$ cat src/rv_pkg.sv
`default_nettype none

package rv_pkg;

    // ====================
    // Widths and basic types
    // ====================
    localparam int XLEN           = 32;
    localparam int DMEM_WORDS     = 256;
    localparam int DMEM_ADDR_BITS = 8;

    typedef logic [XLEN-1:0] word_t;
    typedef logic [4:0]      reg_addr_t;

    // ADDI x0,x0,0
    localparam word_t NOP_INSTR = 32'h0000_0013;

    // Major opcodes
    localparam logic [6:0] OP_RTYPE  = 7'b0110011;
    localparam logic [6:0] OP_ITYPE  = 7'b0010011;
    localparam logic [6:0] OP_LOAD   = 7'b0000011;
    localparam logic [6:0] OP_STORE  = 7'b0100011;
    localparam logic [6:0] OP_BRANCH = 7'b1100011;
    localparam logic [6:0] OP_JAL    = 7'b1101111;
    localparam logic [6:0] OP_JALR   = 7'b1100111;
    localparam logic [6:0] OP_LUI    = 7'b0110111;

    // ALU funct3 codes
    localparam logic [2:0] F3_ADD = 3'b000;
    localparam logic [2:0] F3_SLL = 3'b001;
    localparam logic [2:0] F3_SLT = 3'b010;
    localparam logic [2:0] F3_XOR = 3'b100;
    localparam logic [2:0] F3_SRL = 3'b101;
    localparam logic [2:0] F3_OR  = 3'b110;
    localparam logic [2:0] F3_AND = 3'b111;

    // Branch funct3 codes
    localparam logic [2:0] F3_BEQ = 3'b000;
    localparam logic [2:0] F3_BNE = 3'b001;
    localparam logic [2:0] F3_BLT = 3'b100;
    localparam logic [2:0] F3_BGE = 3'b101;

    localparam logic [6:0] F7_SUB = 7'b0100000;

    // ====================
    // Enums
    // ====================
    typedef enum logic [3:0] {
        ALU_ADD, ALU_SUB, ALU_AND, ALU_OR, ALU_XOR, ALU_SLT, ALU_SLL, ALU_SRL
    } alu_op_t;

    typedef enum logic [1:0] {FWD_NONE, FWD_MEM, FWD_WB} fwd_sel_t;

    typedef enum logic [1:0] {WB_ALU, WB_MEM, WB_LINK, WB_IMM} wb_sel_t;

    // ====================
    // Pipeline structs
    // ====================
    typedef struct packed {
        alu_op_t alu_op;
        logic    alu_src;
        logic    mem_read;
        logic    mem_write;
        logic    reg_write;
        logic    branch;
        logic    jal;
        logic    jalr;
        wb_sel_t wb_sel;
    } ctrl_t;

    typedef struct packed {
        word_t      pc;
        word_t      rs1_data;
        word_t      rs2_data;
        reg_addr_t  rs1;
        reg_addr_t  rs2;
        reg_addr_t  rd;
        word_t      imm;
        logic [2:0] funct3;
        ctrl_t      ctrl;
    } id_ex_t;

    typedef struct packed {
        word_t     alu_result;
        word_t     store_data;
        reg_addr_t rd;
        word_t     link;
        word_t     imm;
        ctrl_t     ctrl;
    } ex_mem_t;

    typedef struct packed {
        logic      reg_write;
        reg_addr_t rd;
        word_t     result;
    } mem_wb_t;

    typedef struct packed {
        logic      valid;
        reg_addr_t rd;
        word_t     data;
    } retire_t;

endpackage

`default_nettype wire

$ cat src/reg_file.sv
`timescale 1ns/1ps
`default_nettype none

module reg_file
    import rv_pkg::*;
(
    input  logic      clk,
    input  reg_addr_t rs1,
    input  reg_addr_t rs2,
    input  mem_wb_t   wb,
    output word_t     rs1_data,
    output word_t     rs2_data
);

    word_t regs [31:1];

    // reg_write is never set with rd of zero
    always_ff @(posedge clk) begin
        if (wb.reg_write) begin
            regs[wb.rd] <= wb.result;
        end
    end

    // Same-cycle write shows through to the reader in ID
    always_comb begin
        if (rs1 == '0) begin
            rs1_data = '0;
        end else if (wb.reg_write && wb.rd == rs1) begin
            rs1_data = wb.result;
        end else begin
            rs1_data = regs[rs1];
        end

        if (rs2 == '0) begin
            rs2_data = '0;
        end else if (wb.reg_write && wb.rd == rs2) begin
            rs2_data = wb.result;
        end else begin
            rs2_data = regs[rs2];
        end
    end

endmodule

`default_nettype wire

$ cat config.mk
export PLATFORM = sky130hd
export DESIGN_NAME = reg_file
export DESIGN_NICKNAME = d
export VERILOG_FILES = /design/src/rv_pkg.sv /design/src/reg_file.sv
export SDC_FILE = /design/constraint.sdc
export NUM_CORES = 1
export LEC_CHECK = 0
export ABC_AREA = 0
export BUFFER_PORTS_ARGS = -buffer_cell sky130_fd_sc_hd__clkbuf_2
export CAP_MARGIN = 5
export CORE_MARGIN = 5
export CORE_UTILIZATION = 40
export DETAILED_ROUTE_END_ITERATION = 6
export HOLD_SLACK_MARGIN = 0.08
export PLACE_DENSITY = 0.65
export SYNTH_ARGS = -nofsm -noshare
export SYNTH_HDL_FRONTEND = slang
export SYNTH_SLANG_ARGS = --single-unit
$ cat constraint.sdc
create_clock -name clk -period 8.25 [get_ports clk]
set_input_delay 0.825 -clock clk [delete_from_list [all_inputs] [get_ports clk]]
set_output_delay 0.825 -clock clk [all_outputs]
set_load 0.05 [all_outputs]
==> summary.txt <==
Worst setup path
  – Largest stage delay, worst path: around 1.2 ns
  – Crit path capture type: output port
  – CP arrival: 4.75 ns
  – CP max-delay cell: nor2_4
  – CP cell instances: buf_4 > buf_4 > xor2_1 > nor4_2 > nand3_1 > nor2_4 > a32o_1 > clkbuf_2
  – Maximum fanout along the worst path: 42
  – Worst Setup Path Type: input pin to output port
  – Delay-heaviest family, CP: simple AND/OR/NAND/NOR gates
  – Type of origin of the critical path: input pin
  – Buf+Inv Stages, Crit Path: 3
  – Most used cell, CP: buf_4
  – CP required: approximately 7.4 ns

Final layout
  – Multi-input logic area: between 0.015 and 0.02 mm^2
  – Area Overhead vs Synth: 11.53%
  – Flip-flop and latch area: between 0.02 and 0.03 mm^2
  – Final-layout fill cell count: just over 10000
  – Nets: 2857
  – Max FFs per register: slightly below 1000
  – Share of cells above drive strength 1: 0.2673
  – Fin area: about 0.053 mm^2
  – Regs by FF count: regs x992
  – Biggest register: regs

Clock network
  – Hold_buf cts: 0
  – Post-cts sizing count: 0
  – Total CTS buffers: ~100
  – CTS tree: yes
  – Reg clk slew, reported paths: 0.06 ns
  – Bufs on Longest Clock Path: 3
  – Root buffer cell: clkbuf_16
  – H-Tree Depth: 3
  – CTS sink cnt: 992
  – # Post-CTS Setup Buffers: 0

GRT
  – First-pass GRT wire length: approximately 220000 um
  – Largest net degree at the start of global routing: about 140
  – Initial antenna violation count: 17
  – Total Routing Usage GR: 0.2477
  – Vias in the first global route: approximately 30000
  – GR Overflow Total: 0

Yosys
  – Mapped Area: between 0.04 and 0.05 mm^2
  – Synth warn: 0
  – Synth area leaders: edfxtp_1, mux4_2, mux2i_1
  – Area leader, netlist: edfxtp_1
  – Async set or reset register ratio after synthesis: 0
  – Syn nets: roughly 2800
  – Top cells by count, synth: edfxtp_1, mux4_2, mux2i_1, nand2_1, clkbuf_1
  – Count leader, synth: edfxtp_1
  – Number of synthesized flops with an enable pin: between 900 and 1000
  – Seq/Total Area, Yosys: 0.6319
  – Most used DFF post-synth: edfxtp_1
  – Synth cell types: between 50 and 60
  – Share of the synthesized area in the top cell type: 0.6319
  – Synth Area per Inst: 17.10 um^2
  – Gate count of the mapped netlist: ~2800
  – Synthesized flop and latch total: 992

Timing
  – Setup Total Neg Slack: 0 ns
  – Hold WS: around 0.65 ns
  – FMAX: between 0.15 and 0.2 GHz
  – Final Max Tran Viols: 32
  – Final min period: between 5 and 6 ns
  – Actual slew at the worst max-slew pin: around 1.5 ns
  – Final setup violation count: 0
  – Final period utilization: 0.6753
  – Final worst-path setup slack: roughly 2.7 ns
  – Worst slew margin: -0.01186
  – RSZ-0062 raised after global routing: no
  – Final Hold Fails: 0

Placed design
  – Worst slack at placement: ~2.8 ns
  – DPL Wire Length: about 94000 um
  – GPL Wtd Cong: 0.8692
  – Area after DPL: between 0.04 and 0.05 mm^2
  – IO buf count: 112

Min path
  – Hold_sp: wb[10]
  – Worst hold stages: 2
  – Hold WC Path Type: input pin to register
  – Hold Crit Endpoint: regs[10][10]

Drt
  – Wire per inst: between 30 and 40 um
  – Antenna violation net count after detailed routing: 0
  – Final wirelength: around 160000 um
  – DRC: 0
  – Vias: slightly above 30000
  – 1st-iter DRT viols: about 5000
  – Vias per inst: ~7
  – Pre-Repair DR Iteration Count: 6

Power and ir drop
  – Leakage power: 16.83 nW
  – Final Power: about 0.011 W
  – Max VDD drop: approximately 0.23 mV
  – Pwr per Cell Area: ~220 mW/mm^2

Floorplanning
  – Die height: 353.3 um
  – Core Footprint: 0.1176 mm^2
  – Die area: 0.1248 mm^2
  – Top Ports: approximately 110
  – Initial core utilization: 0.4008
  – DIE WIDTH: about 350 um
  – FP Rows: 126

Outcome
  – Status: complete, but fails checks
  – Failing checks: capacitance limit, slew limit

Flow run
  – Max Cap Violations: 1
-- worst max-delay path by stage --
stage,endpoint,from,cells after the start
after floorplan,rs2_data[25],rs2[1],8
after global placement,rs2_data[24],rs2[2],9
after detailed placement,rs1_data[27],rs1[4],8
after CTS,rs2_data[24],rs2[2],9
after global routing,rs1_data[27],rs1[4],8
final,rs1_data[28],rs1[4],8
-- metrics by stage --
stage          instances  utilization
6_report            4436       0.4470
5_1_grt             4430       0.4469
4_1_cts             4424       0.4468
3_5_place_dp        4244       0.4200
3_3_place_gp        4244       0.4200
2_1_floorplan       2756            -
-- cell type report --
| type | count | share of cell area |
|---|---|---|
| diodes | 12 | 0.0005712 |
| clock buffers | 121 | 0.04869 |
| clock inverters | 59 | 0.01126 |
| inverters | 3 | 0.0002142 |
| multi-input cells | 1520 | 0.3118 |
| flip-flops and latches | 992 | 0.5666 |
| well taps | 1536 | 0.03656 |
| repair buffers | 193 | 0.02430 |
-- power by group --
group | switching (W) | internal, W
clock | 0.00197 | 0.00255
combinational | 0.000840 | 0.000388
sequential | 0.0000265 | 0.00561
total | 0.00283 | 0.00854
-- layout by cell type (no fill, tap or decap), types with 22 or more instances in the layout --
| master | instances |
|---|---|
| o21ai_0 | 31 |
| a2111o_1 | 31 |
| a32o_1 | 31 |
| mux2i_1 | 274 |
| o22ai_1 | 77 |
| a211oi_1 | 57 |
| clkinv_1 | 23 |
| o211ai_1 | 22 |
| buf_4 | 80 |
| mux2_2 | 88 |
| clkbuf_1 | 22 |
| clkbuf_2 | 104 |
| o2111ai_1 | 37 |
| edfxtp_1 | 992 |
| o41ai_1 | 22 |
| nand2_1 | 151 |
| nor2b_1 | 24 |
| a22o_1 | 22 |
| nor2_1 | 37 |
| a22oi_1 | 31 |
| clkbuf_16 | 99 |
| nor2_4 | 33 |
| a21oi_1 | 60 |
| mux4_2 | 303 |
-- cell families after synthesis --
group / synth area share
flops: 0.6319
mux: 0.2249
compound gates: 0.08467
simple gates: 0.02981
buf+inv: 0.02678
xor+xnor: 0.001858
-- per-layer routing --
metal	GRT usage	part of all wire	routed length (um)
met4	0.1042	0.041	6545
met5	0	0.00036	57
met2	0.3754	0.45	72440
met1	0.3393	0.38	60160
met3	0.06730	0.13	20600
No activity file was read; power rests on OpenSTA's default activity.
