File: src/rv_pkg.sv
`default_nettype none

package rv_pkg;

    // ====================
    // Widths and basic types
    // ====================
    localparam int XLEN           = 32;
    localparam int DMEM_WORDS     = 256;
    localparam int DMEM_ADDR_BITS = 8;

    typedef logic [XLEN-1:0] word_t;
    typedef logic [4:0]      reg_addr_t;

    // ADDI x0,x0,0
    localparam word_t NOP_INSTR = 32'h0000_0013;

    // Major opcodes
    localparam logic [6:0] OP_RTYPE  = 7'b0110011;
    localparam logic [6:0] OP_ITYPE  = 7'b0010011;
    localparam logic [6:0] OP_LOAD   = 7'b0000011;
    localparam logic [6:0] OP_STORE  = 7'b0100011;
    localparam logic [6:0] OP_BRANCH = 7'b1100011;
    localparam logic [6:0] OP_JAL    = 7'b1101111;
    localparam logic [6:0] OP_JALR   = 7'b1100111;
    localparam logic [6:0] OP_LUI    = 7'b0110111;

    // ALU funct3 codes
    localparam logic [2:0] F3_ADD = 3'b000;
    localparam logic [2:0] F3_SLL = 3'b001;
    localparam logic [2:0] F3_SLT = 3'b010;
    localparam logic [2:0] F3_XOR = 3'b100;
    localparam logic [2:0] F3_SRL = 3'b101;
    localparam logic [2:0] F3_OR  = 3'b110;
    localparam logic [2:0] F3_AND = 3'b111;

    // Branch funct3 codes
    localparam logic [2:0] F3_BEQ = 3'b000;
    localparam logic [2:0] F3_BNE = 3'b001;
    localparam logic [2:0] F3_BLT = 3'b100;
    localparam logic [2:0] F3_BGE = 3'b101;

    localparam logic [6:0] F7_SUB = 7'b0100000;

    // ====================
    // Enums
    // ====================
    typedef enum logic [3:0] {
        ALU_ADD, ALU_SUB, ALU_AND, ALU_OR, ALU_XOR, ALU_SLT, ALU_SLL, ALU_SRL
    } alu_op_t;

    typedef enum logic [1:0] {FWD_NONE, FWD_MEM, FWD_WB} fwd_sel_t;

    typedef enum logic [1:0] {WB_ALU, WB_MEM, WB_LINK, WB_IMM} wb_sel_t;

    // ====================
    // Pipeline structs
    // ====================
    typedef struct packed {
        alu_op_t alu_op;
        logic    alu_src;
        logic    mem_read;
        logic    mem_write;
        logic    reg_write;
        logic    branch;
        logic    jal;
        logic    jalr;
        wb_sel_t wb_sel;
    } ctrl_t;

    typedef struct packed {
        word_t      pc;
        word_t      rs1_data;
        word_t      rs2_data;
        reg_addr_t  rs1;
        reg_addr_t  rs2;
        reg_addr_t  rd;
        word_t      imm;
        logic [2:0] funct3;
        ctrl_t      ctrl;
    } id_ex_t;

    typedef struct packed {
        word_t     alu_result;
        word_t     store_data;
        reg_addr_t rd;
        word_t     link;
        word_t     imm;
        ctrl_t     ctrl;
    } ex_mem_t;

    typedef struct packed {
        logic      reg_write;
        reg_addr_t rd;
        word_t     result;
    } mem_wb_t;

    typedef struct packed {
        logic      valid;
        reg_addr_t rd;
        word_t     data;
    } retire_t;

endpackage

`default_nettype wire

File: src/fetch_stage.sv
`timescale 1ns/1ps
`default_nettype none

module fetch_stage
    import rv_pkg::*;
(
    input  logic  clk,
    input  logic  reset,
    input  logic  stall,
    input  logic  flush,
    input  logic  redirect,
    input  word_t redirect_pc,
    input  word_t imem_data,
    output word_t pc,
    output word_t if_pc,
    output word_t if_instr
);

    // ====================
    // Program counter
    // ====================
    // Redirect from EX wins over a load-use stall
    always_ff @(posedge clk) begin
        if (reset) begin
            pc <= '0;
        end else if (redirect) begin
            pc <= redirect_pc;
        end else if (!stall) begin
            pc <= pc + word_t'(4);
        end
    end

    // ====================
    // IF/ID register
    // ====================
    always_ff @(posedge clk) begin
        if (reset || flush) begin
            if_pc    <= '0;
            if_instr <= NOP_INSTR;
        end else if (!stall) begin
            if_pc    <= pc;
            if_instr <= imem_data;
        end
    end

endmodule

`default_nettype wire

File: config.mk
export PLATFORM = sky130hd
export DESIGN_NAME = fetch_stage
export DESIGN_NICKNAME = d
export VERILOG_FILES = /design/src/rv_pkg.sv /design/src/fetch_stage.sv
export SDC_FILE = /design/constraint.sdc
export NUM_CORES = 1
export LEC_CHECK = 0
export BUFFER_PORTS_ARGS = -buffer_cell sky130_fd_sc_hd__buf_2
export CORE_UTILIZATION = 52
export DETAILED_ROUTE_END_ITERATION = 7
export HOLD_SLACK_MARGIN = 0.03
export PLACE_DENSITY = 0.81
export SYNTH_ARGS = -nofsm -noshare
export SYNTH_HDL_FRONTEND = slang
export SYNTH_SLANG_ARGS = --single-unit
export TNS_END_PERCENT = 100
File: constraint.sdc
create_clock -name clk -period 4.3 [get_ports clk]
set_input_delay 0.86 -clock clk [delete_from_list [all_inputs] [get_ports clk]]
set_output_delay 0.86 -clock clk [all_outputs]
set_load 0.05 [all_outputs]
==> reports/results.tsv <==
stage	metric	value	unit
worst_setup_path	worst_ep_arrival_time	2590	ps
place	dp_slack	1550	ps
worst_setup_path	startpoint_type	input pin	
global_routing	grt_pass1_vias	3641	
clock_tree	clock_sinks	96	
sta	min_period	2400	ps
worst_hold_path	min_to	if_instr[4]	
worst_setup_path	cp.required	4490	ps
die	die-area	8380	µm²
route	wl_per_cell	15.1	µm
synth	yosysMostFrequentCell	dfxtp_1	
status	status	completed	
route	drtIter0Drc	198	
worst_setup_path	reg2reg_slack	2120	ps
clock_tree	cts_tree	yes	
global_routing	grt_max_degree	62	
clock_tree	clk_pin_slew	90	ps
pwr	power.density	363	nW/µm²
worst_setup_path	cp_top_family	simple AND/OR/NAND/NOR gates	
sta	finalCritPeriodShare	55.9	%
synth	syn_area	4170	µm²
worst_setup_path	crit_chain	buf_2 > or2_2 > nor2_1	
sta	skew	11.4	ps
synth	synth.largest_area_cell	dfxtp_1	
worst_setup_path	reg2reg_depth	5	
worst_setup_path	crit_type	in2reg	
clock_tree	clockBufferDepth	2	
clock_tree	cts_hold_buf	0	
die	num_rows	32	
worst_setup_path	cp_slowest_stage_delay	990	ps
synth	ys_async_sr_fraction	0	%
final_layout	nNetsFinal	655	
global_routing	track_usage	25.0	%
clock_tree	insertion_delay	350	ps
die	die_h	91.5	µm
final_layout	drive_gt1_share	32.8	%
final_layout	synthToLayoutAreaGrowth	24.4	%
die	dieWidth	91.5	µm
worst_hold_path	holdPathStages	2	
die	core_area	7730	µm²
sta	tightest_slew	1130	ps
job	maxCapViolCount	0	
clock_tree	cts_resized	0	
worst_setup_path	reg2reg_to	pc[30]	
worst_setup_path	crit_path_max_fanout	61	
route	antenna_left	0	
synth	ys_top_cells_by_count	96 x dfxtp_1, 89 x nor2_1, 66 x mux2i_1, 16 x nand2_1, 14 x nand4_1	
route	drt-total-wl	10500	µm
synth	yosysTopAreaCellShare	46.1	%
pwr	p_leak	2.45	nW
sta	final_max_slew_viol_count	0	
synth	synth_area_leaders	dfxtp_1 46%, mux2i_1 16%, nor2_1 8.0%, a311oi_1 2.5%, nand4_1 2.1%	
place	dpl.cell_count	676	
die	io_pins	165	
route	dr.pass1.iters	4	
worst_setup_path	worst_setup_path_end_kind	flop	
global_routing	grt_antenna_before_repair	1	
synth	ys_warn_count	0	
sta	final-setup-viol-count	0	
worst_setup_path	crit_buf_inv	1	
sta	max-slew-margin-rel	24.9	%
global_routing	grt_pass1_wl	17100	µm
sta	fin_tns_setup	0	ps
sta	rsz0062_at_grt	no	
worst_hold_path	min_from	if_instr[4]	
route	vias	3819	
global_routing	grt-ovfl-total	0	
synth	postSynthCellCount	439	
worst_setup_path	r2r-start	pc[2]	
synth	synth.distinct_cells	49	
place	dp_hpwl	7340	µm
synth	ys.flop_type	dfxtp_1	
pwr	total_power	1.88	mW
synth	synth.avg_cell_area	9.50	µm²
pwr	ir_worst_vdd	216	µV
place	numPortBuffers	164	
clock_tree	cts-root-buf	clkbuf_8	
clock_tree	h-tree-depth	3	
clock_tree	cts_made_buffers	9	
worst_setup_path	slowest_stage	or2_2	
sta	max_freq	416	MHz
route	drcViolationCount	0	
synth	synth_edf_count	0	
sta	fin_ws	1900	ps
synth	syn-num-nets	509	
place	place_congestion	0.804	
route	vias_per_cell	5.52	
clock_tree	cts_setup_buffers	0	
synth	synth-seq-cells	96	
die	initial_core_util	54.0	%
synth	ys_seq_area_share	46.1	%
final_layout	stdcell_count	692	
final_layout	finalCoreUtilization	67.1	%
worst_hold_path	hold_class	reg2reg	
sta	hold_viol	0	
==> stage by stage <==
step,hold slack [ps],cell area (µm²)
after global placement,451,4990
after floorplan,688,4170
after global routing,496,5180
after CTS,486,5180
after detailed placement,462,4990
final,487,5180
==> how the worst max path moves through the flow <==
stage / from / endpoint / slack [ps] / cells past startpoint
floorplan: pc[2] / pc[18] / 2090 / 5
global placement: reset / if_instr[7] / 1670 / 3
detailed placement: reset / if_instr[18] / 1550 / 3
CTS: reset / if_instr[11] / 1910 / 3
global route: reset / if_instr[16] / 1770 / 3
finish: reset / if_instr[18] / 1900 / 3
==> cell type report <==
class | count | area (µm²)
Antenna cell | 1 | 2.50
Tap cell | 102 | 128
Fill cell | 658 | 2540
Timing Repair Buffer | 166 | 838
Clock inverter | 5 | 57.6
Sequential cell | 96 | 1920
Clock buffer | 10 | 138
Inverter | 4 | 15.0
Multi-Input combinational cell | 308 | 2080
==> per-layer routing <==
layer / vias up / wire length [µm] / share of wire [%] / GRT usage (%)
met5: - / 0 / 0 / 0
met1: 1795 / 4530 / 43 / 31.3
met2: 132 / 5230 / 50 / 42.5
met4: 0 / 193 / 1.8 / 9.52
li1: 1872 / - / - / -
met3: 20 / 513 / 4.9 / 4.61
==> flip-flops by register name, indices dropped and copies added, names as in the netlist <==
| name | flops |
|---|---|
| pc | 32 |
| if_instr | 32 |
| if_pc | 32 |
==> kinds of logic (layout without fill, tap and decap cells) <==
logic type      Yosys count  count (layout)  synth area share, %
simple gates            177             177                 21.9
flops                    96              96                 46.1
mux                      67              67                 16.1
compound gates           52              52                 9.39
buf+inv                  35             185                 3.90
xor+xnor                 11              11                 2.31
fa+ha+maj                 1               1                0.300
other cells               0               1                    0
==> worst min-delay path: cells and delay by family, from the launching register on <==
kind             cells  cell delay, ps
multiplexers         1              70
AND/OR/NAND/NOR      1              60
flip-flops           1             340
==> power by group <==
group | total (mW) | internal (mW) | switching (mW)
registers | 0.971 | 0.926 | 0.0450
clock network | 0.581 | 0.281 | 0.301
logic | 0.330 | 0.103 | 0.227
==> layout by cell type (no fill, tap or decap), types with 2 or more instances in the layout <==
cell type	instances
a21oi_1	7
and2_1	2
nand4_1	14
a311oi_1	12
nor2_1	89
clkinvlp_4	3
nand2b_1	2
o21ai_0	6
mux2i_1	66
nor2b_1	3
and4_1	2
nor4_1	4
and3_1	5
xnor2_1	6
nand2_1	16
buf_2	163
or4_1	11
inv_1	4
xor2_1	5
dfxtp_1	96
nand3_1	9
buf_4	3
clkbuf_8	10
o31ai_1	7
a2111oi_2	2
or3_1	6
o31a_1	2
a211oi_1	11
and3_4	2
Note: power is estimated with default switching activity, not from simulation.
