`src/rv_pkg.sv`:
```
`default_nettype none

package rv_pkg;

    // ====================
    // Widths and basic types
    // ====================
    localparam int XLEN           = 32;
    localparam int DMEM_WORDS     = 256;
    localparam int DMEM_ADDR_BITS = 8;

    typedef logic [XLEN-1:0] word_t;
    typedef logic [4:0]      reg_addr_t;

    // ADDI x0,x0,0
    localparam word_t NOP_INSTR = 32'h0000_0013;

    // Major opcodes
    localparam logic [6:0] OP_RTYPE  = 7'b0110011;
    localparam logic [6:0] OP_ITYPE  = 7'b0010011;
    localparam logic [6:0] OP_LOAD   = 7'b0000011;
    localparam logic [6:0] OP_STORE  = 7'b0100011;
    localparam logic [6:0] OP_BRANCH = 7'b1100011;
    localparam logic [6:0] OP_JAL    = 7'b1101111;
    localparam logic [6:0] OP_JALR   = 7'b1100111;
    localparam logic [6:0] OP_LUI    = 7'b0110111;

    // ALU funct3 codes
    localparam logic [2:0] F3_ADD = 3'b000;
    localparam logic [2:0] F3_SLL = 3'b001;
    localparam logic [2:0] F3_SLT = 3'b010;
    localparam logic [2:0] F3_XOR = 3'b100;
    localparam logic [2:0] F3_SRL = 3'b101;
    localparam logic [2:0] F3_OR  = 3'b110;
    localparam logic [2:0] F3_AND = 3'b111;

    // Branch funct3 codes
    localparam logic [2:0] F3_BEQ = 3'b000;
    localparam logic [2:0] F3_BNE = 3'b001;
    localparam logic [2:0] F3_BLT = 3'b100;
    localparam logic [2:0] F3_BGE = 3'b101;

    localparam logic [6:0] F7_SUB = 7'b0100000;

    // ====================
    // Enums
    // ====================
    typedef enum logic [3:0] {
        ALU_ADD, ALU_SUB, ALU_AND, ALU_OR, ALU_XOR, ALU_SLT, ALU_SLL, ALU_SRL
    } alu_op_t;

    typedef enum logic [1:0] {FWD_NONE, FWD_MEM, FWD_WB} fwd_sel_t;

    typedef enum logic [1:0] {WB_ALU, WB_MEM, WB_LINK, WB_IMM} wb_sel_t;

    // ====================
    // Pipeline structs
    // ====================
    typedef struct packed {
        alu_op_t alu_op;
        logic    alu_src;
        logic    mem_read;
        logic    mem_write;
        logic    reg_write;
        logic    branch;
        logic    jal;
        logic    jalr;
        wb_sel_t wb_sel;
    } ctrl_t;

    typedef struct packed {
        word_t      pc;
        word_t      rs1_data;
        word_t      rs2_data;
        reg_addr_t  rs1;
        reg_addr_t  rs2;
        reg_addr_t  rd;
        word_t      imm;
        logic [2:0] funct3;
        ctrl_t      ctrl;
    } id_ex_t;

    typedef struct packed {
        word_t     alu_result;
        word_t     store_data;
        reg_addr_t rd;
        word_t     link;
        word_t     imm;
        ctrl_t     ctrl;
    } ex_mem_t;

    typedef struct packed {
        logic      reg_write;
        reg_addr_t rd;
        word_t     result;
    } mem_wb_t;

    typedef struct packed {
        logic      valid;
        reg_addr_t rd;
        word_t     data;
    } retire_t;

endpackage

`default_nettype wire

```
`src/execute_stage.sv`:
```
`timescale 1ns/1ps
`default_nettype none

module execute_stage
    import rv_pkg::*;
(
    input  logic     clk,
    input  logic     reset,
    input  id_ex_t   id_ex,
    input  fwd_sel_t fwd_a,
    input  fwd_sel_t fwd_b,
    input  word_t    wb_result,
    output logic     redirect,
    output word_t    redirect_pc,
    output ex_mem_t  ex_mem
);

    word_t mem_fwd;
    word_t op_a;
    word_t op_b;
    word_t alu_b;
    word_t alu_result;
    logic  taken;

    // ====================
    // Operand forwarding
    // ====================
    // Value of the instruction in MEM, loads excluded by the stall
    always_comb begin
        case (ex_mem.ctrl.wb_sel)
            WB_LINK: mem_fwd = ex_mem.link;
            WB_IMM:  mem_fwd = ex_mem.imm;
            default: mem_fwd = ex_mem.alu_result;
        endcase
    end

    always_comb begin
        case (fwd_a)
            FWD_MEM: op_a = mem_fwd;
            FWD_WB:  op_a = wb_result;
            default: op_a = id_ex.rs1_data;
        endcase
        case (fwd_b)
            FWD_MEM: op_b = mem_fwd;
            FWD_WB:  op_b = wb_result;
            default: op_b = id_ex.rs2_data;
        endcase
    end

    assign alu_b = id_ex.ctrl.alu_src ? id_ex.imm : op_b;

    // ====================
    // ALU
    // ====================
    always_comb begin
        case (id_ex.ctrl.alu_op)
            ALU_SUB: alu_result = op_a - alu_b;
            ALU_AND: alu_result = op_a & alu_b;
            ALU_OR:  alu_result = op_a | alu_b;
            ALU_XOR: alu_result = op_a ^ alu_b;
            ALU_SLT: alu_result = word_t'($signed(op_a) < $signed(alu_b));
            ALU_SLL: alu_result = op_a << alu_b[4:0];
            ALU_SRL: alu_result = op_a >> alu_b[4:0];
            default: alu_result = op_a + alu_b;
        endcase
    end

    // ====================
    // Branch and jump
    // ====================
    always_comb begin
        case (id_ex.funct3)
            F3_BEQ:  taken = (op_a == op_b);
            F3_BNE:  taken = (op_a != op_b);
            F3_BLT:  taken = ($signed(op_a) < $signed(op_b));
            F3_BGE:  taken = ($signed(op_a) >= $signed(op_b));
            default: taken = 1'b0;
        endcase
    end

    assign redirect = (id_ex.ctrl.branch && taken) || id_ex.ctrl.jal || id_ex.ctrl.jalr;

    // JALR target has bit 0 forced low
    assign redirect_pc = id_ex.ctrl.jalr ? ((op_a + id_ex.imm) & ~word_t'(1))
                                         : (id_ex.pc + id_ex.imm);

    // ====================
    // EX/MEM register
    // ====================
    always_ff @(posedge clk) begin
        ex_mem.alu_result <= alu_result;
        ex_mem.store_data <= op_b;
        ex_mem.rd         <= id_ex.rd;
        ex_mem.link       <= id_ex.pc + word_t'(4);
        ex_mem.imm        <= id_ex.imm;
        if (reset) begin
            ex_mem.ctrl <= '0;
        end else begin
            ex_mem.ctrl <= id_ex.ctrl;
        end
    end

endmodule

`default_nettype wire

```
`config.mk`:
```
export PLATFORM = sky130hd
export DESIGN_NAME = execute_stage
export DESIGN_NICKNAME = d
export VERILOG_FILES = /design/src/rv_pkg.sv /design/src/execute_stage.sv
export SDC_FILE = /design/constraint.sdc
export NUM_CORES = 1
export LEC_CHECK = 0
export BUFFER_PORTS_ARGS = -buffer_cell sky130_fd_sc_hd__buf_2
export CAP_MARGIN = 20
export CELL_PAD_IN_SITES_DETAIL_PLACEMENT = 0
export CELL_PAD_IN_SITES_GLOBAL_PLACEMENT = 1
export CORE_MARGIN = 4
export CORE_UTILIZATION = 44
export DETAILED_ROUTE_END_ITERATION = 10
export PLACE_DENSITY_LB_ADDON = 0.1
export SLEW_MARGIN = 10
export SYNTH_ARGS = -nofsm -noshare
export SYNTH_HDL_FRONTEND = slang
export SYNTH_SLANG_ARGS = --single-unit
```
`constraint.sdc`:
```
create_clock -name clk -period 13 [get_ports clk]
set_input_delay 1.3 -clock clk [delete_from_list [all_inputs] [get_ports clk]]
set_output_delay 1.3 -clock clk [all_outputs]
set_load 0.02 [all_outputs]
```
==> flow_summary.json <==
{
  "crit_fanout": 59,
  "cts_root_buf": "clkbuf_16",
  "ys_ff_latch": 146,
  "areaGrowthSynthToFinish_pct": 15.3,
  "hold_class": "reg2reg",
  "pin_count": 376,
  "fmax_ghz": 0.124,
  "hpwlAfterDp_um": 68200,
  "cts.sinks": 146,
  "wl_met3_um": 7660,
  "drt_wl_total_um": 86700,
  "slew_violations": 0,
  "powerDensity_nw_per_um2": 131,
  "ir_drop_uv": 104,
  "worstPathRequired_ns": 11.70,
  "largest_register_ffs": 146,
  "worst_pin_slew_ns": 1.11,
  "post_drt_wl_per_cell_um": 25.5,
  "drc": 0,
  "cp-end-kind": "output port",
  "antenna_left": 0,
  "syn_avg_cell_area_sq_um": 7.07,
  "status": "complete, no violations",
  "clock_skew_ns": 0.0137,
  "cp-start-kind": "primary input",
  "die-area_sq_um": 44800,
  "grt_pass1_wl_um": 126000,
  "rows": 74,
  "finalCritPeriodShare": 0.621,
  "fin_tns_setup_ns": 0,
  "final_net_count": 3240,
  "grt_max_degree": 85,
  "die_x_um": 212,
  "crit_slowest_cell": "a2111oi_0",
  "cts_buffer_depth": 2,
  "finalWeightedCongestion": 0.965,
  "vias": 21700,
  "coreArea_sq_um": 40900,
  "layout-drive-gt1-share": 0.176,
  "synth_area_sq_um": 18200,
  "h-tree-depth": 4,
  "worstSetupPathType": "in2out",
  "yosysWarnings": 0,
  "clk_latency_ns": 0.50,
  "cts_hold_buf": 0,
  "die_y_um": 212,
  "post_cts_buffers": 0,
  "final-setup-viol-count": 0,
  "viasPerCell": 6.38,
  "fillCellCount": 4265,
  "grt_antenna_before_repair": 8,
  "drv_cap": 0,
  "min_period_ns": 8.07,
  "rsz0062_at_grt": "false",
  "ys_types": 90,
  "cts_resized": 0,
  "cp.arrival_ns": 6.77,
  "wl_met1_um": 34400,
  "wl_met2_um": 40900,
  "syn_inst": 2581,
  "max_stage_delay_ns": 0.76,
  "grt_pass1_vias": 20000,
  "crit_chain": "buf_2, inv_1, ha_1, inv_2, buf_4, nand2_1, o22ai_1, inv_1, ha_1, a2111oi_0, a21oi_1, o22a_1, a21oi_1, o211ai_1, a2111oi_0, a311oi_1, xnor2_1, buf_2",
  "maxSlewHeadroom": 0.243,
  "overflow": 0,
  "cts_tree": "done",
  "synth-main-ff-cell": "dfxtp_1",
  "drt_first_iter_violations": 2370,
  "synth_edf_count": 0,
  "reg_top3": "ex_mem (146)",
  "dr.pass1.iters": 6,
  "route.top_layer_used": "met5",
  "syn_nets": 2977,
  "async_reset_ff_frac": 0,
  "total_power_mw": 2.76,
  "synth_area_leaders": "dfxtp_1 (16%), ha_1 (13%), a21oi_1 (8.0%)",
  "grt_use_total": 0.369,
  "synth_top_area_share": 0.160,
  "port_buffers": 365,
  "seq_area_frac_synth": 0.160,
  "finalHoldViolations": 0,
  "power_leakage_nw": 9.57,
  "clk_pin_slew_ns": 0.08,
  "numCtsBuffers": 17,
  "synth_top_area_cell": "dfxtp_1",
  "start_util": 0.446,
  "top_register": "ex_mem"
}
## report_power, final
| group | internal (mW) | switching (mW) |
|---|---|---|
| clock network | 0.313 | 0.240 |
| registers | 0.513 | 0.0581 |
| logic | 0.551 | 1.08 |
## path summary, 6_finish.rpt
kind | cells after the start | startpoint | endpoint | slack, ns
min | 3 | ex_mem[116] | ex_mem[84] | 0.84
max | 18 | fwd_a[0] | redirect_pc[31] | 4.93
min reg2reg | 3 | ex_mem[116] | ex_mem[84] | 0.84
max reg2reg | 20 | ex_mem[0] | ex_mem[114] | 6.49
## critical path, delay by kind of cell
kind | cells | cell delay [ns]
AND/OR/NAND/NOR | 1 | 0.10
XOR/XNOR | 1 | 0.16
adder cells (fa/ha/maj) | 2 | 0.91
buffers and inverters | 6 | 1.25
AO/OA/AOI/OAI | 8 | 3.00
## cells in the mapped netlist, types with 14 or more instances
library cell and count:
a211oi_1 60, a21o_1 59, a21oi_1 293, a221oi_1 14
a22oi_1 20, a31oi_1 19, and2_1 14, and3_1 20
buf_1 14, buf_2 36, clkbuf_1 102, dfxtp_1 146
ha_1 195, inv_1 151, mux2i_1 59, nand2_1 257
nand2b_1 31, nand3_1 60, nand4_1 27, nor2_1 161
nor2b_1 26, nor3_1 90, o211ai_1 46, o21a_1 17
o21ai_0 236, o21bai_1 31, o22ai_1 33, o31ai_1 19
or3_1 14, xnor2_1 55, xor2_1 34
## placed cells by master, fill, tap and decap left out, drive strengths merged, types with 10 or more instances in the layout
master	synthesis	layout
a221oi	14	14
a211o	10	10
buf	54	400
o311ai	10	10
nand2	258	258
nand3	60	60
and3	21	21
nor2b	26	26
nor3	103	103
o221ai	10	10
dfxtp	146	146
a211oi	60	60
mux2i	59	59
inv	152	157
a22oi	20	20
o21a	17	17
o21ai	249	249
a31oi	20	20
clkbuf	102	18
ha	195	195
o211ai	46	46
xor2	34	34
xnor2	55	55
nand2b	31	31
o22ai	34	34
o22a	11	11
nor2	161	161
or2	15	15
nand4	27	27
a21o	59	59
mux2	12	12
a21oi	298	298
a221o	13	13
o31ai	19	19
and2	14	14
or3	14	14
o21bai	31	31
## metal layers
metal | GRT usage | vias to the layer above
met1 | 0.464 | 10200
li1 | - | 10100
met2 | 0.621 | 1190
met4 | 0.158 | 2
met3 | 0.0676 | 204
met5 | 0 | -
## metrics by stage
stage	std cells	hold slack [ns]	cell area [sq um]	worst slack, ns	utilization
2_1_floorplan	2581	0.763	18200	6.31	-
3_3_place_gp	3357	0.824	20400	5.11	0.498
3_5_place_dp	3357	0.826	20400	5.05	0.498
4_1_cts	3389	0.829	21000	5.01	0.513
5_1_grt	3396	0.859	21000	4.67	0.514
6_report	3398	0.841	21000	4.93	0.514
## logic make-up (layout without fill, tap and decap cells)
logic type | count (synthesis) | count (layout) | synth area share
mux | 71 | 71 | 0.0400
simple gates | 764 | 764 | 0.201
xor+xnor | 89 | 89 | 0.0427
compound gates | 1003 | 1003 | 0.351
other cells | 0 | 9 | 0
flops | 146 | 146 | 0.160
buf+inv | 309 | 585 | 0.0669
fa+ha+maj | 199 | 199 | 0.138
## final cells by class
| type | count | area [sq um] | share of cell area |
|---|---|---|---|
| Timing Repair Buffer | 400 | 2090 | 0.0993 |
| Inverter | 153 | 574 | 0.0273 |
| Tap cell | 532 | 666 | 0.0316 |
| Antenna cell | 9 | 22.5 | 0.00107 |
| Sequential cell | 146 | 2930 | 0.139 |
| Clock inverter | 14 | 195 | 0.00928 |
| Multi-Input combinational cell | 2126 | 14100 | 0.671 |
| Clock buffer | 18 | 439 | 0.0209 |
Note: power is estimated with default switching activity, not from simulation.
