--- src/rv_pkg.sv ---
`default_nettype none

package rv_pkg;

    // ====================
    // Widths and basic types
    // ====================
    localparam int XLEN           = 32;
    localparam int DMEM_WORDS     = 256;
    localparam int DMEM_ADDR_BITS = 8;

    typedef logic [XLEN-1:0] word_t;
    typedef logic [4:0]      reg_addr_t;

    // ADDI x0,x0,0
    localparam word_t NOP_INSTR = 32'h0000_0013;

    // Major opcodes
    localparam logic [6:0] OP_RTYPE  = 7'b0110011;
    localparam logic [6:0] OP_ITYPE  = 7'b0010011;
    localparam logic [6:0] OP_LOAD   = 7'b0000011;
    localparam logic [6:0] OP_STORE  = 7'b0100011;
    localparam logic [6:0] OP_BRANCH = 7'b1100011;
    localparam logic [6:0] OP_JAL    = 7'b1101111;
    localparam logic [6:0] OP_JALR   = 7'b1100111;
    localparam logic [6:0] OP_LUI    = 7'b0110111;

    // ALU funct3 codes
    localparam logic [2:0] F3_ADD = 3'b000;
    localparam logic [2:0] F3_SLL = 3'b001;
    localparam logic [2:0] F3_SLT = 3'b010;
    localparam logic [2:0] F3_XOR = 3'b100;
    localparam logic [2:0] F3_SRL = 3'b101;
    localparam logic [2:0] F3_OR  = 3'b110;
    localparam logic [2:0] F3_AND = 3'b111;

    // Branch funct3 codes
    localparam logic [2:0] F3_BEQ = 3'b000;
    localparam logic [2:0] F3_BNE = 3'b001;
    localparam logic [2:0] F3_BLT = 3'b100;
    localparam logic [2:0] F3_BGE = 3'b101;

    localparam logic [6:0] F7_SUB = 7'b0100000;

    // ====================
    // Enums
    // ====================
    typedef enum logic [3:0] {
        ALU_ADD, ALU_SUB, ALU_AND, ALU_OR, ALU_XOR, ALU_SLT, ALU_SLL, ALU_SRL
    } alu_op_t;

    typedef enum logic [1:0] {FWD_NONE, FWD_MEM, FWD_WB} fwd_sel_t;

    typedef enum logic [1:0] {WB_ALU, WB_MEM, WB_LINK, WB_IMM} wb_sel_t;

    // ====================
    // Pipeline structs
    // ====================
    typedef struct packed {
        alu_op_t alu_op;
        logic    alu_src;
        logic    mem_read;
        logic    mem_write;
        logic    reg_write;
        logic    branch;
        logic    jal;
        logic    jalr;
        wb_sel_t wb_sel;
    } ctrl_t;

    typedef struct packed {
        word_t      pc;
        word_t      rs1_data;
        word_t      rs2_data;
        reg_addr_t  rs1;
        reg_addr_t  rs2;
        reg_addr_t  rd;
        word_t      imm;
        logic [2:0] funct3;
        ctrl_t      ctrl;
    } id_ex_t;

    typedef struct packed {
        word_t     alu_result;
        word_t     store_data;
        reg_addr_t rd;
        word_t     link;
        word_t     imm;
        ctrl_t     ctrl;
    } ex_mem_t;

    typedef struct packed {
        logic      reg_write;
        reg_addr_t rd;
        word_t     result;
    } mem_wb_t;

    typedef struct packed {
        logic      valid;
        reg_addr_t rd;
        word_t     data;
    } retire_t;

endpackage

`default_nettype wire

--- src/hazard_control.sv ---
`timescale 1ns/1ps
`default_nettype none

module hazard_control
    import rv_pkg::*;
(
    input  reg_addr_t rs1,
    input  reg_addr_t rs2,
    input  id_ex_t    id_ex,
    input  ex_mem_t   ex_mem,
    input  mem_wb_t   mem_wb,
    input  logic      redirect,
    output logic      stall,
    output logic      flush,
    output fwd_sel_t  fwd_a,
    output fwd_sel_t  fwd_b
);

    logic load_in_ex;

    // ====================
    // Load-use and redirect
    // ====================
    // Load result is only ready after MEM, so hold ID for one cycle
    assign load_in_ex = id_ex.ctrl.mem_read && id_ex.ctrl.reg_write;
    assign stall      = load_in_ex && (id_ex.rd == rs1 || id_ex.rd == rs2);

    assign flush = redirect;

    // ====================
    // Forwarding selects
    // ====================
    // Younger producer in MEM takes priority over WB
    always_comb begin
        fwd_a = FWD_NONE;
        if (ex_mem.ctrl.reg_write && ex_mem.rd == id_ex.rs1) begin
            fwd_a = FWD_MEM;
        end else if (mem_wb.reg_write && mem_wb.rd == id_ex.rs1) begin
            fwd_a = FWD_WB;
        end

        fwd_b = FWD_NONE;
        if (ex_mem.ctrl.reg_write && ex_mem.rd == id_ex.rs2) begin
            fwd_b = FWD_MEM;
        end else if (mem_wb.reg_write && mem_wb.rd == id_ex.rs2) begin
            fwd_b = FWD_WB;
        end
    end

endmodule

`default_nettype wire

--- config.mk ---
export PLATFORM = sky130hd
export DESIGN_NAME = hazard_control
export DESIGN_NICKNAME = d
export VERILOG_FILES = /design/src/rv_pkg.sv /design/src/hazard_control.sv
export SDC_FILE = /design/constraint.sdc
export NUM_CORES = 1
export LEC_CHECK = 0
export BUFFER_PORTS_ARGS = -buffer_cell sky130_fd_sc_hd__buf_2
export CAP_MARGIN = 15
export CORE_AREA = 2 2 139 141
export DETAILED_ROUTE_END_ITERATION = 16
export DIE_AREA = 0 0 141 143
export GPL_TIMING_DRIVEN = 0
export PLACE_DENSITY = 0.36
export SLEW_MARGIN = 10
export SYNTH_ARGS = -nofsm -noshare
export SYNTH_HDL_FRONTEND = slang
export SYNTH_SLANG_ARGS = --single-unit
--- constraint.sdc ---
create_clock -name vclk -period 0.8
set_input_delay 0.04 -clock vclk [all_inputs]
set_output_delay 0.04 -clock vclk [all_outputs]
set_load 0.05 [all_outputs]
==> results by group, run 1 <==
Yosys
  • Sequential area share after synthesis: 0%
  • Top cell type's share of synthesized area: ~52%
  • Synth warn: 0
  • Synth cell types: 10
  • Post-synth top area cell: xnor2_1
  • Post-Syn Area: approximately 370 sq um
  • Main area contributors after synthesis: xnor2_1, xor2_1, nand4_1, nor4_2, a311oi_1
  • Post-Syn Nets: 400
  • Syn_area_per_cell: approximately 8.1 sq um
  • Syn Inst Count: 46

Timing
  • Fin Setup TNS: -1.23 ns
  • Worst slew pin tran: between 0.3 and 0.4 ns
  • Final WS setup: -0.338 ns
  • Crit path time final: 1.14 ns
  • Fmax: about 900 MHz
  • Final hold viol count: 0
  • Period utilization: 142%
  • Count of pins over their slew limit: 0
  • Slew margin rel.: between 70 and 80%
  • RSZ-0062 raised after global routing: true
  • Final Setup Violations: 5

Layout
  • Fraction of layout cells with a size suffix above 1: approximately four fifths
  • Number of nets in the layout: between 400 and 500
  • Area delta synth->final: 240%
  • Layout Utilization: 6.85%
  • Sequential cell count: 0
  • Register area: 0 sq um
  • CLK BUF: 0
  • Ant. Diodes: 0

Detailed routing
  • Final Routed Wirelength: ~1900 microns
  • Vias/cell: about 1.6
  • Wirelength per Cell: 5.91 microns
  • 1st-pass router iterations: 2
  • Vias: 516
  • DRC errors left: 0
  • Number of routed nets with antenna violations: 0
  • Initial DRC count: 3

Power
  • Leak pwr: between 0.4 and 0.5 nW
  • Seq pwr share: 0%
  • Comb power frac: between 90% and 100%
  • Power density over the cells: roughly 430 mW/mm^2
  • Sw frac: about 44%
  • Total power: between 0.5 and 0.6 mW
  • VDD IR max: 0.196 mV
  • Clock power share: 0%
  • Sw power: approximately 0.24 mW
  • Internal power: 0.306 mW

Critical path
  • CP Data Arrival Time: 1.10 ns
  • Crit-path max cell delay: ~0.38 ns
  • CP max FO: 2
  • CP most frequent cell: buf_8
  • Slowest stage cell, crit path: nor4_4
  • Data required, critical path: between 0.7 and 0.8 ns
  • Critical path launch point type: input pin
  • Setup CP Type: in -> out
  • CP Capture Type: primary output
  • CP Cell Sequence: buf_8, xor2_2, nor4_4, and3_4, buf_8

Floorplan
  • Initial Util: a little over 2%
  • Core ar.: roughly 0.019 sq mm
  • Die Wd: between 100 and 150 microns
  • Top-Level Pins: 360
  • Rows: 50
  • Die Height: approximately 140 microns
  • Die area: 0.0202 sq mm

Worst hold path
  • Hold_sp: redirect
  • Hold crit path type: in -> out
  • Worst Hold Path Cells: 2
  • Hold endpoint: flush

Place
  • RD Place Congestion: 0.720
  • Port bufs: 45

Flow run
  • Max-Cap Viols: 0

Run status
  • Status: finished, violations left
  • Failing checks: setup timing

Clocking
  • Hold Buf Count CTS: 0

GRT
  • Global route overflow: 0
  • GRT Total Usage: 1.72%
  • Largest net degree at the start of global routing: 5
  • First-pass GRT wire length: around 2800 microns
  • Initial antenna violation count: 0
  • Vias in the first global route: roughly 580
## power by group through the flow
stage | sequential [mW] | clock, mW | combinational, mW
6_report | 0 | 0 | 0.550
5_1_grt | 0 | 0 | 0.586
4_1_cts | 0 | 0 | 0.530
3_5_place_dp | 0 | 0 | 0.393
3_3_place_gp | 0 | 0 | 0.390
2_1_floorplan | 0 | 0 | 0.217
## repair_timing
action | CTS | global route
endpoints found under the setup margin | 5 | 5
resized for setup | 53 | 8
setup buffers | 3 | 0
pin swaps | 22 | 8
## logic make-up after synthesis
| kind of cell | share of synthesized area [%] |
|---|---|
| AOI/OAI and AO/OA | 6.36 |
| xor gates and xnor gates | 70.2 |
| buffers and inverters | 2.01 |
| and+or+nand+nor | 21.4 |
## worst max-delay path: cells and delay by family
kind          cells  cell delay (ns)
buf+inv           2             0.24
simple gates      2             0.64
xor+xnor          1             0.18
## layer usage
layer  vias up  wire length (microns)  part of all wire (%)  global-route usage [%]
met5         -                      0                     0                       0
li1        251                      -                     -                       -
met1       234                    708                    36                    2.10
met2        31                   1080                    56                    3.36
met4         0                      0                     0                       0
met3         0                    150                   7.7                   0.268
## area by class of cell
cell class / instances / area, sq um
multi-input combinational: 45 / 577
buffer: 1 / 7.51
timing repair buffer: 48 / 395
fill: 2154 / 17300
tap: 234 / 293
## cells in the mapped netlist
library cell	n
a311oi_1	2
xnor2_1	22
buf_4	1
nor4_2	2
nand4_1	4
nand3_1	2
and3_1	2
xor2_1	8
nand2_1	2
o22ai_1	1
## cells in the final DEF (no fill, tap or decap)
cell	instances
xor2_2	7
buf_8	6
xnor2_1	10
buf_2	25
buf_4	4
and3_4	2
buf_6	14
o22ai_4	1
nor4_2	1
nand2_1	2
xor2_1	1
nor4_4	1
nand3_1	2
xnor2_2	12
a311oi_4	2
nand4_1	4
## how the worst max path moves through the flow
stage / startpoint / to / slack [ns] / cells past startpoint
finish: id_ex[60] / fwd_a[0] / -0.34 / 5
global route: id_ex[57] / fwd_b[0] / -0.39 / 6
CTS: id_ex[60] / fwd_a[0] / -0.32 / 5
detailed placement: ex_mem[80] / fwd_a[0] / -0.55 / 5
global placement: ex_mem[80] / fwd_a[0] / -0.53 / 5
floorplan: ex_mem[80] / fwd_a[0] / -0.17 / 3
## per-stage QoR
step	cell area [sq um]	hold slack (ns)	setup slack, ns	instances
6_report	1270	0.384	-0.338	328
2_1_floorplan	448	0.247	-0.167	46
3_5_place_dp	966	0.385	-0.549	325
4_1_cts	1230	0.385	-0.323	328
3_3_place_gp	966	0.384	-0.532	325
5_1_grt	1270	0.391	-0.392	328
Note: power is estimated with default switching activity, not from simulation.
==> run 2, diff against run 1 <==
- RECOVER_POWER: unset -> 100
==> run 2 against run 1 <==
  * The flow still finishes with violations (setup timing)
  * Utilization is essentially flat
  * Global-route usage is the same
  * Die area is the same
  * Largest cell class unchanged
==> results by group, run 2 (synthesis gave the netlist of run 1 again) <==
Critical path
  • Crit-path max cell delay: 0.38 ns
  • CP Data Arrival Time: between 1 and 1.5 ns
  • CP max FO: 2
  • CP most frequent cell: buf_8
  • CP Cell Sequence: buf_8, xor2_2, nor4_4, and3_4, buf_8
  • CP Capture Type: primary output
  • Worst Setup EP: fwd_a[0]
  • Data required, critical path: approximately 0.76 ns
  • Slowest stage cell, crit path: nor4_4
  • Setup CP Type: in -> out
  • Setup crit start: id_ex[60]
  • Critical path launch point type: input pin

Layout
  • Commonest non-fill, non-tap cell in the layout: buf_2
  • Ant. Diodes: 0
  • Area delta synth->final: 240%
  • Number of nets in the layout: 450
  • CLK BUF: 0
  • Layout Utilization: approximately 6.8%
  • Commonest non-fill, non-tap cells in the layout: buf_2, buf_6, xnor2_2, xnor2_1, xor2_2
  • Fraction of layout cells with a size suffix above 1: between 70 and 80%
  • Sequential cell count: 0
  • Register area: 0 sq um

Floorplan
  • Rows: 50
  • Initial Util: around 2%
  • Top-Level Pins: 360
  • Core ar.: approximately 0.019 sq mm
  • Die Wd: 141 microns
  • Die Height: between 100 and 150 microns
  • Die area: roughly 0.020 sq mm

Timing
  • Final hold viol count: 0
  • Final WS setup: -0.338 ns
  • Period utilization: 142%
  • RSZ-0062 raised after global routing: true
  • Worst slew pin tran: 0.594 ns
  • Fmax: around 880 MHz
  • Final Setup Violations: 5
  • Crit path time final: about 1.1 ns
  • Count of pins over their slew limit: 0
  • Slew margin rel.: 60.6%

Detailed routing
  • Number of routed nets with antenna violations: 0
  • 1st-pass router iterations: 2
  • Vias: around 520
  • DRC errors left: 0
  • Initial DRC count: 3
  • Vias/cell: 1.57
  • Final Routed Wirelength: 1940 microns
  • Wirelength per Cell: just under 6 microns

GRT
  • Initial antenna violation count: 0
  • GRT Total Usage: between 1.5 and 2%
  • Global route overflow: 0
  • Largest net degree at the start of global routing: 5
  • First-pass GRT wire length: approximately 2800 microns
  • Vias in the first global route: roughly 600

Worst hold path
  • Hold crit path type: in -> out

Power
  • Comb power frac: 100.0%
  • Power density over the cells: ~430 mW/mm^2
  • Sw power: ~0.24 mW
  • Total power: 0.549 mW
  • VDD IR max: roughly 0.20 mV
  • Internal power: just over 0.3 mW
  • Clock power share: 0%
  • Leak pwr: ~0.43 nW
  • Sw frac: approximately 44%
  • Seq pwr share: 0%

Place
  • RD Place Congestion: approximately 0.72
  • Setup WS pre-CTS: -0.549 ns
  • Port bufs: 45

Run status
  • Status: finished, violations left
  • Failing checks: setup timing

Flow run
  • Max-Cap Viols: 0

Clocking
  • Hold Buf Count CTS: 0
==> run 2: critical path, delay by kind of cell <==
family / cells / cell delay (ns)
simple gates: 2 / 0.64
buf+inv: 2 / 0.24
xor+xnor: 1 / 0.18
==> run 2: what timing repair did <==
action                                  in CTS  in global routing
pin swaps                                   22                  8
gates cloned                                 0                  0
endpoints found under the setup margin       5                  5
setup buffers                                3                  0
gates resized for setup                     53                  8
==> run 2: through the flow <==
| step | setup TNS, ns | hold slack, ns | std cells | area, sq um |
|---|---|---|---|---|
| after floorplan | -0.549 | 0.247 | 46 | 448 |
| after global placement | -2.02 | 0.384 | 325 | 966 |
| after detailed placement | -2.07 | 0.385 | 325 | 966 |
| after CTS | -1.11 | 0.385 | 328 | 1230 |
| after global routing | -1.49 | 0.477 | 328 | 1270 |
| final | -1.23 | 0.468 | 328 | 1270 |
==> run 2: power by group through the flow <==
stage | clock [mW] | sequential [mW] | combinational (mW)
after floorplan | 0 | 0 | 0.217
after global placement | 0 | 0 | 0.390
after detailed placement | 0 | 0 | 0.393
after CTS | 0 | 0 | 0.530
after global routing | 0 | 0 | 0.585
final | 0 | 0 | 0.549
==> run 2: how the worst min path moves through the flow <==
stage	startpoint	end	slack [ns]	cells after the start
after global routing	redirect	flush	0.48	2
final	redirect	flush	0.47	2
after CTS	redirect	flush	0.39	2
after global placement	redirect	flush	0.38	2
after detailed placement	redirect	flush	0.38	2
after floorplan	redirect	flush	0.25	1
==> run 2: per-layer routing <==
layer / global-route usage (%) / share of wire, %
met2: 3.36 / 56
met1: 2.10 / 36
met4: 0 / 0
met3: 0.268 / 7.7
met5: 0 / 0
==> run 2: layout make-up <==
cell class	instances	area, sq um
well taps	234	293
fillers	2153	17300
plain buffers	1	7.51
repair buffers	48	394
multi-input cells	45	577
